<file path="src/common/ahbl_pkg.sv">
// AHB-Lite bus widths and the transfer type, size and response encodings
package ahbl_pkg;

	// ========================================================================
	// Bus widths
	// ========================================================================

	localparam int W_ADDR = 32;
	localparam int W_DATA = 32;
	localparam int BYTE_LANES = W_DATA / 8;

	// ========================================================================
	// Encodings
	// ========================================================================

	// HTRANS
	typedef enum logic [1:0] {
		HTRANS_IDLE   = 2'b00,
		HTRANS_BUSY   = 2'b01,
		HTRANS_NONSEQ = 2'b10,
		HTRANS_SEQ    = 2'b11
	} ahbl_trans_t;

	// Byte, halfword and word transfers
	typedef enum logic [2:0] {
		HSIZE_BYTE = 3'b000,
		HSIZE_HALF = 3'b001,
		HSIZE_WORD = 3'b010
	} ahbl_size_t;

	// HRESP
	typedef enum logic {
		HRESP_OKAY  = 1'b0,
		HRESP_ERROR = 1'b1
	} ahbl_resp_t;

endpackage

</file>
<file path="src/common/xbar_cfg_pkg.sv">
// Crossbar port counts, slave address map and SRAM depth
package xbar_cfg_pkg;

	// ========================================================================
	// Port counts
	// ========================================================================

	localparam int N_MASTERS = 2;
	localparam int N_SLAVES = 2;

	// ========================================================================
	// Address map
	// ========================================================================

	// Slave j is selected when (haddr & SLAVE_MASK[j]) == SLAVE_BASE[j]
	localparam logic [N_SLAVES-1:0][ahbl_pkg::W_ADDR-1:0] SLAVE_BASE = {
		32'h1000_0000,
		32'h0000_0000
	};

	localparam logic [N_SLAVES-1:0][ahbl_pkg::W_ADDR-1:0] SLAVE_MASK = {
		32'hf000_0000,
		32'hf000_0000
	};

	// SRAM geometry
	localparam int SRAM_WORDS = 256;
	localparam int SRAM_IDX_W = $clog2(SRAM_WORDS);

endpackage

</file>
<file path="src/hw/ahbl_crossbar/ahbl_arbiter.sv">
// Per-slave fixed-priority AHB-Lite arbiter with per-master address hold registers
`timescale 1ns/10ps

module ahbl_arbiter #(
	parameter int N_PORTS = xbar_cfg_pkg::N_MASTERS
) (
	input  logic                                         clk,
	input  logic                                         rst,

	// Source side, one port per master
	input  logic [N_PORTS-1:0]                           src_hready,
	input  logic [N_PORTS-1:0][ahbl_pkg::W_ADDR-1:0]     src_haddr,
	input  logic [N_PORTS-1:0]                           src_hwrite,
	input  ahbl_pkg::ahbl_trans_t [N_PORTS-1:0]          src_htrans,
	input  ahbl_pkg::ahbl_size_t [N_PORTS-1:0]           src_hsize,
	input  logic [N_PORTS-1:0][ahbl_pkg::W_DATA-1:0]     src_hwdata,
	output logic [N_PORTS-1:0][ahbl_pkg::W_DATA-1:0]     src_hrdata,
	output logic [N_PORTS-1:0]                           src_hready_resp,
	output ahbl_pkg::ahbl_resp_t [N_PORTS-1:0]           src_hresp,

	// Destination side, facing one slave
	output logic                                         dst_hready,
	output logic [ahbl_pkg::W_ADDR-1:0]                  dst_haddr,
	output logic                                         dst_hwrite,
	output ahbl_pkg::ahbl_trans_t                        dst_htrans,
	output ahbl_pkg::ahbl_size_t                         dst_hsize,
	output logic [ahbl_pkg::W_DATA-1:0]                  dst_hwdata,
	input  logic [ahbl_pkg::W_DATA-1:0]                  dst_hrdata,
	input  logic                                         dst_hready_resp,
	input  ahbl_pkg::ahbl_resp_t                         dst_hresp
);

	import ahbl_pkg::*;

	logic [N_PORTS-1:0]             req;
	logic [N_PORTS-1:0]             grant;
	logic                           grant_hold;
	logic [N_PORTS-1:0]             dp_owner;
	logic [N_PORTS-1:0]             hold_valid;
	logic [N_PORTS-1:0][W_ADDR-1:0] hold_addr;
	logic [N_PORTS-1:0]             hold_write;
	ahbl_size_t [N_PORTS-1:0]       hold_size;

	// A request is a NONSEQ that the master sees accepted this cycle
	always_comb begin
		for (int i = 0; i < N_PORTS; i++) begin
			req[i] = src_hready[i] && (src_htrans[i] == HTRANS_NONSEQ);
		end
	end

	// ========================================================================
	// Grant selection
	// ========================================================================

	// Buffered requests go first, then the lowest-numbered live one
	always_comb begin
		grant      = '0;
		grant_hold = |hold_valid;
		for (int i = N_PORTS - 1; i >= 0; i--) begin
			if (grant_hold ? hold_valid[i] : req[i]) begin
				grant    = '0;
				grant[i] = 1'b1;
			end
		end
		// Nothing issues while the slave stretches a data phase
		if (!dst_hready_resp) begin
			grant = '0;
		end
	end

	// Address phase to the slave
	always_comb begin
		dst_htrans = HTRANS_IDLE;
		dst_haddr  = '0;
		dst_hwrite = 1'b0;
		dst_hsize  = HSIZE_WORD;
		for (int i = 0; i < N_PORTS; i++) begin
			if (grant[i]) begin
				dst_htrans = HTRANS_NONSEQ;
				dst_haddr  = grant_hold ? hold_addr[i] : src_haddr[i];
				dst_hwrite = grant_hold ? hold_write[i] : src_hwrite[i];
				dst_hsize  = grant_hold ? hold_size[i] : src_hsize[i];
			end
		end
	end

	assign dst_hready = dst_hready_resp;

	// ========================================================================
	// Hold registers and data phase owner
	// ========================================================================

	always_ff @(posedge clk) begin
		if (rst) begin
			hold_valid <= '0;
			dp_owner   <= '0;
		end else begin
			if (dst_hready_resp) begin
				dp_owner <= grant;
			end
			for (int i = 0; i < N_PORTS; i++) begin
				if (req[i] && !(grant[i] && !grant_hold)) begin
					hold_valid[i] <= 1'b1;
				end else if (grant[i] && grant_hold) begin
					hold_valid[i] <= 1'b0;
				end
			end
		end
	end

	always_ff @(posedge clk) begin
		for (int i = 0; i < N_PORTS; i++) begin
			if (req[i]) begin
				hold_addr[i]  <= src_haddr[i];
				hold_write[i] <= src_hwrite[i];
				hold_size[i]  <= src_hsize[i];
			end
		end
	end

	// Write data and responses follow the data phase owner
	always_comb begin
		dst_hwdata = '0;
		for (int i = 0; i < N_PORTS; i++) begin
			src_hrdata[i]      = dst_hrdata;
			src_hready_resp[i] = 1'b1;
			src_hresp[i]       = HRESP_OKAY;
			if (hold_valid[i]) begin
				src_hready_resp[i] = 1'b0;
			end else if (dp_owner[i]) begin
				dst_hwdata         = src_hwdata[i];
				src_hready_resp[i] = dst_hready_resp;
				src_hresp[i]       = dst_hresp;
			end
		end
	end

endmodule

</file>
<file path="src/hw/ahbl_crossbar/ahbl_crossbar.sv">
// Masters-by-slaves AHB-Lite crossbar built from splitters and arbiters
`timescale 1ns/10ps

module ahbl_crossbar (
	input  logic                                                      clk,
	input  logic                                                      rst,

	// Master side
	input  logic [xbar_cfg_pkg::N_MASTERS-1:0][ahbl_pkg::W_ADDR-1:0]  src_haddr,
	input  logic [xbar_cfg_pkg::N_MASTERS-1:0]                        src_hwrite,
	input  ahbl_pkg::ahbl_trans_t [xbar_cfg_pkg::N_MASTERS-1:0]       src_htrans,
	input  ahbl_pkg::ahbl_size_t [xbar_cfg_pkg::N_MASTERS-1:0]        src_hsize,
	input  logic [xbar_cfg_pkg::N_MASTERS-1:0][ahbl_pkg::W_DATA-1:0]  src_hwdata,
	output logic [xbar_cfg_pkg::N_MASTERS-1:0][ahbl_pkg::W_DATA-1:0]  src_hrdata,
	output logic [xbar_cfg_pkg::N_MASTERS-1:0]                        src_hready_resp,
	output ahbl_pkg::ahbl_resp_t [xbar_cfg_pkg::N_MASTERS-1:0]        src_hresp,

	// Slave side
	output logic [xbar_cfg_pkg::N_SLAVES-1:0]                         dst_hready,
	output logic [xbar_cfg_pkg::N_SLAVES-1:0][ahbl_pkg::W_ADDR-1:0]   dst_haddr,
	output logic [xbar_cfg_pkg::N_SLAVES-1:0]                         dst_hwrite,
	output ahbl_pkg::ahbl_trans_t [xbar_cfg_pkg::N_SLAVES-1:0]        dst_htrans,
	output ahbl_pkg::ahbl_size_t [xbar_cfg_pkg::N_SLAVES-1:0]         dst_hsize,
	output logic [xbar_cfg_pkg::N_SLAVES-1:0][ahbl_pkg::W_DATA-1:0]   dst_hwdata,
	input  logic [xbar_cfg_pkg::N_SLAVES-1:0][ahbl_pkg::W_DATA-1:0]   dst_hrdata,
	input  logic [xbar_cfg_pkg::N_SLAVES-1:0]                         dst_hready_resp,
	input  ahbl_pkg::ahbl_resp_t [xbar_cfg_pkg::N_SLAVES-1:0]         dst_hresp
);

	import ahbl_pkg::*;
	import xbar_cfg_pkg::*;

	// ========================================================================
	// Mesh, indexed [master][slave]
	// ========================================================================

	logic [N_MASTERS-1:0][N_SLAVES-1:0]             x_hready;
	logic [N_MASTERS-1:0][N_SLAVES-1:0][W_ADDR-1:0] x_haddr;
	logic [N_MASTERS-1:0][N_SLAVES-1:0]             x_hwrite;
	ahbl_trans_t [N_MASTERS-1:0][N_SLAVES-1:0]      x_htrans;
	ahbl_size_t [N_MASTERS-1:0][N_SLAVES-1:0]       x_hsize;
	logic [N_MASTERS-1:0][N_SLAVES-1:0][W_DATA-1:0] x_hwdata;
	logic [N_MASTERS-1:0][N_SLAVES-1:0][W_DATA-1:0] x_hrdata;
	logic [N_MASTERS-1:0][N_SLAVES-1:0]             x_hready_resp;
	ahbl_resp_t [N_MASTERS-1:0][N_SLAVES-1:0]       x_hresp;

	// Splitter i drives row i; each master's hready is its own hready_resp
	for (genvar i = 0; i < N_MASTERS; i++) begin : g_split
		ahbl_splitter #(.N_PORTS(N_SLAVES)) u_split (
			.clk             (clk),
			.rst             (rst),
			.src_haddr       (src_haddr[i]),
			.src_hwrite      (src_hwrite[i]),
			.src_htrans      (src_htrans[i]),
			.src_hsize       (src_hsize[i]),
			.src_hwdata      (src_hwdata[i]),
			.src_hrdata      (src_hrdata[i]),
			.src_hready_resp (src_hready_resp[i]),
			.src_hresp       (src_hresp[i]),
			.dst_hready      (x_hready[i]),
			.dst_haddr       (x_haddr[i]),
			.dst_hwrite      (x_hwrite[i]),
			.dst_htrans      (x_htrans[i]),
			.dst_hsize       (x_hsize[i]),
			.dst_hwdata      (x_hwdata[i]),
			.dst_hrdata      (x_hrdata[i]),
			.dst_hready_resp (x_hready_resp[i]),
			.dst_hresp       (x_hresp[i])
		);
	end

	// Arbiter j reads column j
	for (genvar j = 0; j < N_SLAVES; j++) begin : g_arb
		logic [N_MASTERS-1:0]             col_hready;
		logic [N_MASTERS-1:0][W_ADDR-1:0] col_haddr;
		logic [N_MASTERS-1:0]             col_hwrite;
		ahbl_trans_t [N_MASTERS-1:0]      col_htrans;
		ahbl_size_t [N_MASTERS-1:0]       col_hsize;
		logic [N_MASTERS-1:0][W_DATA-1:0] col_hwdata;
		logic [N_MASTERS-1:0][W_DATA-1:0] col_hrdata;
		logic [N_MASTERS-1:0]             col_hready_resp;
		ahbl_resp_t [N_MASTERS-1:0]       col_hresp;

		for (genvar i = 0; i < N_MASTERS; i++) begin : g_col
			assign col_hready[i]       = x_hready[i][j];
			assign col_haddr[i]        = x_haddr[i][j];
			assign col_hwrite[i]       = x_hwrite[i][j];
			assign col_htrans[i]       = x_htrans[i][j];
			assign col_hsize[i]        = x_hsize[i][j];
			assign col_hwdata[i]       = x_hwdata[i][j];
			assign x_hrdata[i][j]      = col_hrdata[i];
			assign x_hready_resp[i][j] = col_hready_resp[i];
			assign x_hresp[i][j]       = col_hresp[i];
		end

		ahbl_arbiter #(.N_PORTS(N_MASTERS)) u_arb (
			.clk             (clk),
			.rst             (rst),
			.src_hready      (col_hready),
			.src_haddr       (col_haddr),
			.src_hwrite      (col_hwrite),
			.src_htrans      (col_htrans),
			.src_hsize       (col_hsize),
			.src_hwdata      (col_hwdata),
			.src_hrdata      (col_hrdata),
			.src_hready_resp (col_hready_resp),
			.src_hresp       (col_hresp),
			.dst_hready      (dst_hready[j]),
			.dst_haddr       (dst_haddr[j]),
			.dst_hwrite      (dst_hwrite[j]),
			.dst_htrans      (dst_htrans[j]),
			.dst_hsize       (dst_hsize[j]),
			.dst_hwdata      (dst_hwdata[j]),
			.dst_hrdata      (dst_hrdata[j]),
			.dst_hready_resp (dst_hready_resp[j]),
			.dst_hresp       (dst_hresp[j])
		);
	end

endmodule

</file>
<file path="src/hw/ahbl_crossbar/ahbl_splitter.sv">
// Per-master AHB-Lite address decoder with data-phase steering and ERROR responder
`timescale 1ns/10ps

module ahbl_splitter #(
	parameter int N_PORTS = xbar_cfg_pkg::N_SLAVES
) (
	input  logic                                         clk,
	input  logic                                         rst,

	// Source side, facing one master
	input  logic [ahbl_pkg::W_ADDR-1:0]                  src_haddr,
	input  logic                                         src_hwrite,
	input  ahbl_pkg::ahbl_trans_t                        src_htrans,
	input  ahbl_pkg::ahbl_size_t                         src_hsize,
	input  logic [ahbl_pkg::W_DATA-1:0]                  src_hwdata,
	output logic [ahbl_pkg::W_DATA-1:0]                  src_hrdata,
	output logic                                         src_hready_resp,
	output ahbl_pkg::ahbl_resp_t                         src_hresp,

	// Destination side, one port per slave
	output logic [N_PORTS-1:0]                           dst_hready,
	output logic [N_PORTS-1:0][ahbl_pkg::W_ADDR-1:0]     dst_haddr,
	output logic [N_PORTS-1:0]                           dst_hwrite,
	output ahbl_pkg::ahbl_trans_t [N_PORTS-1:0]          dst_htrans,
	output ahbl_pkg::ahbl_size_t [N_PORTS-1:0]           dst_hsize,
	output logic [N_PORTS-1:0][ahbl_pkg::W_DATA-1:0]     dst_hwdata,
	input  logic [N_PORTS-1:0][ahbl_pkg::W_DATA-1:0]     dst_hrdata,
	input  logic [N_PORTS-1:0]                           dst_hready_resp,
	input  ahbl_pkg::ahbl_resp_t [N_PORTS-1:0]           dst_hresp
);

	import ahbl_pkg::*;
	import xbar_cfg_pkg::*;

	logic [N_PORTS-1:0] hit;
	logic [N_PORTS-1:0] dp_sel;
	logic               accept;
	logic               err_first;
	logic               err_second;

	// Address decode against the slave map
	always_comb begin
		for (int j = 0; j < N_PORTS; j++) begin
			hit[j] = (src_haddr & SLAVE_MASK[j]) == SLAVE_BASE[j];
		end
	end

	// The master samples its own hready_resp as hready
	assign accept = src_hready_resp && (src_htrans == HTRANS_NONSEQ);

	// ========================================================================
	// Address phase fan-out
	// ========================================================================

	always_comb begin
		for (int j = 0; j < N_PORTS; j++) begin
			dst_hready[j] = src_hready_resp;
			dst_haddr[j]  = src_haddr;
			dst_hwrite[j] = src_hwrite;
			dst_hsize[j]  = src_hsize;
			dst_hwdata[j] = src_hwdata;
			// Only the addressed slave sees the transfer
			dst_htrans[j] = hit[j] ? src_htrans : HTRANS_IDLE;
		end
	end

	// ========================================================================
	// Data phase tracking
	// ========================================================================

	always_ff @(posedge clk) begin
		if (rst) begin
			dp_sel     <= '0;
			err_first  <= 1'b0;
			err_second <= 1'b0;
		end else begin
			if (src_hready_resp) begin
				dp_sel <= accept ? hit : '0;
			end
			// Miss starts the two-cycle ERROR response
			err_first  <= accept && !(|hit);
			err_second <= err_first;
		end
	end

	// Response mux back to the master
	always_comb begin
		src_hrdata      = '0;
		src_hready_resp = 1'b1;
		src_hresp       = HRESP_OKAY;
		if (err_first) begin
			src_hready_resp = 1'b0;
			src_hresp       = HRESP_ERROR;
		end else if (err_second) begin
			src_hresp = HRESP_ERROR;
		end else begin
			for (int j = 0; j < N_PORTS; j++) begin
				if (dp_sel[j]) begin
					src_hrdata      = dst_hrdata[j];
					src_hready_resp = dst_hready_resp[j];
					src_hresp       = dst_hresp[j];
				end
			end
		end
	end

endmodule

</file>
<file path="config.mk">
export PLATFORM = sky130hd
export DESIGN_NAME = ahbl_crossbar
export DESIGN_NICKNAME = d
export VERILOG_FILES = /design/src/common/ahbl_pkg.sv /design/src/common/xbar_cfg_pkg.sv /design/src/hw/ahbl_crossbar/ahbl_arbiter.sv /design/src/hw/ahbl_crossbar/ahbl_crossbar.sv /design/src/hw/ahbl_crossbar/ahbl_splitter.sv
export SDC_FILE = /design/constraint.sdc
export NUM_CORES = 1
export LEC_CHECK = 0
export ABC_CLOCK_PERIOD_IN_PS = 4000
export BUFFER_PORTS_ARGS = -buffer_cell sky130_fd_sc_hd__buf_4
export CORE_ASPECT_RATIO = 0.6
export CORE_MARGIN = 2
export CORE_UTILIZATION = 33
export CTS_CLUSTER_DIAMETER = 40
export DETAILED_ROUTE_END_ITERATION = 10
export MAX_ROUTING_LAYER = met4
export PLACE_DENSITY = 0.59
export SLEW_MARGIN = 20
export SYNTH_ARGS = -nofsm -noshare
export SYNTH_HDL_FRONTEND = slang
export SYNTH_HIERARCHICAL = 1
export SYNTH_SLANG_ARGS = --single-unit
</file>
<file path="constraint.sdc">
create_clock -name clk -period 4 [get_ports clk]
set_input_delay 0.6 -clock clk [delete_from_list [all_inputs] [get_ports clk]]
set_output_delay 0.6 -clock clk [all_outputs]
set_load 0.02 [all_outputs]
</file>
# Yosys cells after proc, flatten, opt, wreduce, memory -nomap -nowiden

Cells that the tools add are included.

Register bits after elaboration: 160
Input port bits: 210
Output and inout port bits: 210

Eq/ne operators: 8
Muxes and demuxes: 100
Reductions and logical operators: 38

Operator list:

| operator           | count |
|---|---|
| $mux 32            | 24 |
| $logic_not 32->1   | 2 |
| $mux 1             | 52 |
| $mux 2             | 16 |
| $mux 3             | 8 |
| $logic_and 1x1->1  | 20 |
| $eq 2x2->1 const B | 6 |
| $eq 4x1->1 const B | 2 |
| $logic_not 1->1    | 8 |
| $reduce_bool 2->1  | 4 |
| $reduce_or 2->1    | 4 |

# Logic depth before layout (Yosys ltp)

Depth in word-level cells: 15
Depth in mapped cells: 11
Mapped depth without buffers: 8

# Cells and area by module

The synthesis kept the hierarchy.

By module, submodules not included:

| module        | instances | cells an instance | area an instance (um2) | sequential area each (um2) |
|---|---|---|---|---|
| ahbl_arbiter  | 2         | 456               | 4679.5                 | 2242.2 |
| ahbl_splitter | 2         | 239               | 1691.6                 | 80.1 |

# Least setup slack after synthesis

Ideal clock, no wire load.

Path kind: input-to-output
Start: in dst_hready_resp[0] (netlist name)
End: out dst_haddr[21] (netlist name)
Data arrival time: 3.001 ns
Required time: 3.400 ns
Path slack: 0.399 ns
Stages: 11
Path buffers: 3
Cells stage by stage: clkinv_1 > clkbuf_1 > a21oi_1 > nor2_1 > a211oi_4 > buf_4 > nand3b_1 > inv_2 > buf_2 > nand4_1 > nand3_1

RTL lines:

| what               | RTL line            | text |
|---|---|---|
| start: declaration | ahbl_crossbar.sv:26 | `input logic [xbar_cfg_pkg::N_SLAVES-1:0] dst_hready_resp,` |
| end: declaration   | ahbl_crossbar.sv:20 | `output logic [xbar_cfg_pkg::N_SLAVES-1:0][ahbl_pkg::W_ADDR-1:0] dst_haddr,` |

==> impl_metrics.sql <==
INSERT INTO impl_metrics (metric_group, metric, value, unit) VALUES
('logic_synthesis', 'post_synth_most_frequent_cells', 'sky130_fd_sc_hd__buf_4 (414), sky130_fd_sc_hd__edfxtp_1 (144), sky130_fd_sc_hd__nand3_1 (140)', ''),
('floorplanning', 'core.rowCount', '55', ''),
('timing', 'slew_headroom', '0.453', ''),
('floorplanning', 'chip_width', '258', 'um'),
('outcome', 'outcome', 'completed', ''),
('grt', 'number_of_antenna_violations_at_the_first_check_in_global_routing', '0', ''),
('layout', 'n_antenna_cell', '0', ''),
('route', 'remaining_drc_errors', '0', ''),
('setup_path', 'timing.critical_path.arrival', '2840', 'ps'),
('clock_network', 'clk_root_buffer_cell', 'sky130_fd_sc_hd__clkbuf_16', ''),
('power', 'p_seq_frac', '0.456', ''),
('route', 'first_pass_iters', '5', ''),
('floorplanning', 'floorplan.io_pins', '420', ''),
('floorplanning', 'die_h', '156', 'um'),
('timing', 'final_cycle_utilization_of_the_critical_path', '0.861', ''),
('clock_network', 'tritoncts.num_buffers', '17', ''),
('layout', 'area_overhead_vs_synth', '8.40', '%'),
('logic_synthesis', 'sequential_area_share_after_synthesis', '0.364', ''),
('logic_synthesis', 'synth.distinct_cells', '41', ''),
('placed_design', 'detail_placement_hpwl', '27.2', 'mm'),
('grt', 'grt_pass1_vias', '9197', ''),
('setup_path', 'worst-r2r-cell-count', '8', ''),
('placed_design', 'gp_congestion', '0.788', ''),
('power', 'vdd_ir_drop_max', '0.000274', 'V'),
('timing', 'setup_tns', '0', 'ps'),
('clock_network', 'cts_resized', '0', ''),
('power', 'power.static_leakage', '5.53', 'nW'),
('timing', 'final-max-slew-violation-count', '0', ''),
('timing', 'worst_clock_skew', '10.7', 'ps'),
('clock_network', 'clock_transition_at_the_register_clock_pins_on_the_worst_setup_and_hold_paths_after_cts', '70', 'ps'),
('floorplanning', 'floorplan.initialDensity', '0.337', ''),
('route', 'wl_per_cell', '20.9', 'um'),
('setup_path', 'rrSetupSlack', '1670', 'ps'),
('setup_path', 'cp_max_fo', '39', ''),
('grt', 'grt_start_max_net_pins', '76', ''),
('setup_path', 'worstSetupEndpointType', 'primary output', ''),
('route', 'route.antenna.remaining_nets', '0', ''),
('layout', 'nets', '1555', ''),
('logic_synthesis', 'yosys_warnings', '6', ''),
('grt', 'global_route.usage.total', '0.189', ''),
('route', 'routed-via-count', '9829', ''),
('grt', 'globalRouteOverflowTotal', '0', ''),
('logic_synthesis', 'synthFlopType', 'sky130_fd_sc_hd__edfxtp_1', ''),
('logic_synthesis', 'post_synth_instance_area', '12700', 'um^2'),
('floorplanning', 'die_area', '40300', 'um^2'),
('route', 'finalWirelength', '39.2', 'mm'),
('logic_synthesis', 'synth_top_area_cell', 'sky130_fd_sc_hd__edfxtp_1', ''),
('timing', 'finalSetupViolCount', '0', ''),
('clock_network', 'htreeDepth', '4', ''),
('clock_network', 'cts_tree', 'built', ''),
('setup_path', 'cp.required', '3400', 'ps'),
('clock_network', 'clk_latency', '440', 'ps'),
('logic_synthesis', 'async_reset_ff_frac', '0', ''),
('clock_network', 'cts-hold-fix-buffers', '0', ''),
('timing', 'post-route-min-period', '3440', 'ps'),
('logic_synthesis', 'synth_edf_count', '144', ''),
('logic_synthesis', 'synth_area_per_cell', '9.17', 'um^2'),
('min_path', 'worst_hold_path_type', 'in2reg', ''),
('timing', 'final_hold_viol_count', '0', ''),
('power', 'p_int', '3.01', 'mW'),
('power', 'netSwitchingFraction', '0.257', ''),
('timing', 'worst_pin_slew', '820', 'ps'),
('clock_network', 'post_cts.repair.setup_buffers', '0', ''),
('logic_synthesis', 'synth_cells', '1390', ''),
('logic_synthesis', 'yosys.cell_count.top_type', 'sky130_fd_sc_hd__buf_4', ''),
('route', 'viasPerCell', '5.25', ''),
('min_path', 'worstHoldPathCells', '1', ''),
('setup_path', 'critical_path_class', 'in2out', ''),
('job', 'maxCapViolCount', '0', ''),
('power', 'power_density', '293', 'nW/um^2'),
('logic_synthesis', 'synthTopCellsByArea', 'sky130_fd_sc_hd__edfxtp_1 (34%), sky130_fd_sc_hd__buf_4 (24%), sky130_fd_sc_hd__nand3_1 (5.5%), sky130_fd_sc_hd__a22o_1 (4.4%), sky130_fd_sc_hd__nand3b_1 (4.2%)', '');
-- kinds of logic after synthesis --
logic type | share of synthesized area
DFF | 0.364
buffers and inverters | 0.286
other | 0.000589
and+or+nand+nor | 0.202
muxes | 0.00628
AOI/OAI and AO/OA | 0.141
-- final cells by class --
class,instances,area [um^2]
fillers,3875,24000
flip-flops and latches,160,4650
multi-input cells,708,4460
repair buffers,450,3440
well taps,513,642
clock buffers,17,425
clock inverters,15,160
inverters,8,30.0
-- power by group through the flow --
stage	logic (mW)	clock network, mW	registers (mW)
after floorplan	0.500	0	1.88
after global placement	0.541	0	1.88
after detailed placement	0.548	0	1.88
after CTS	0.549	1.68	1.85
after global routing	0.585	1.75	1.85
final	0.552	1.65	1.85
-- flip-flops by register name, summed over array words and instances, names as in the netlist --
name                        flops
g_arb.u_arb/hold_size          12
g_split.u_split/err_second      2
g_arb.u_arb/hold_addr         128
g_split.u_split/err_first       2
g_split.u_split/dp_sel          4
g_arb.u_arb/dp_owner            4
g_arb.u_arb/hold_valid          4
g_arb.u_arb/hold_write          4
-- metal layers --
layer,track usage,share of wire,wire length [um],vias to the layer above
met1,0.266,0.46,18200,4895
met4,0.0391,0.010,392,0
met2,0.287,0.46,18200,408
li1,-,-,-,4497
met3,0.0322,0.062,2440,29
met5,-,0,0,-
-- metrics by stage --
step	cells	setup WS [ps]	cell area, um^2	utilization	power [mW]
after floorplan	1390	399	12700	-	2.38
after global placement	1839	553	13200	0.349	2.42
after detailed placement	1839	527	13200	0.349	2.43
after CTS	1871	524	13800	0.365	4.08
after global routing	1871	349	13800	0.365	4.18
final	1871	556	13800	0.365	4.05
-- cells in the final DEF, fill, tap and decap left out, drive strengths merged, types with 10 or more instances in the layout --
cell type / count
nand3b: 72
edfxtp: 144
inv: 11
buf: 450
a21oi: 10
nand3: 140
clkbuf: 17
nand2: 72
nor2: 70
a22oi: 64
a22o: 64
dfxtp: 16
nand4: 70
a21o: 68
-- worst paths after layout --
| path | start | to |
|---|---|---|
| hold reg to reg | g_split[0].u_split/dp_sel[0] | g_split[0].u_split/dp_sel[0] |
| setup reg to reg | g_arb[0].u_arb/dp_owner[0] | g_arb[1].u_arb/hold_valid[0] |
| hold / removal | src_haddr[40] | g_arb[1].u_arb/hold_addr[40] |
| setup / recovery | dst_hready_resp[1] | dst_hsize[1] |
-- critical path: stages --
cell and delay, ps:
sky130_fd_sc_hd__buf_4 150, sky130_fd_sc_hd__inv_2 220, sky130_fd_sc_hd__a21oi_1 130, sky130_fd_sc_hd__nor3b_1 350, sky130_fd_sc_hd__a211oi_4 120, sky130_fd_sc_hd__nand3b_1 140, sky130_fd_sc_hd__buf_4 490, sky130_fd_sc_hd__o32ai_1 190
sky130_fd_sc_hd__mux2i_1 230, sky130_fd_sc_hd__buf_4 200
(Power assumes the default switching activity.)
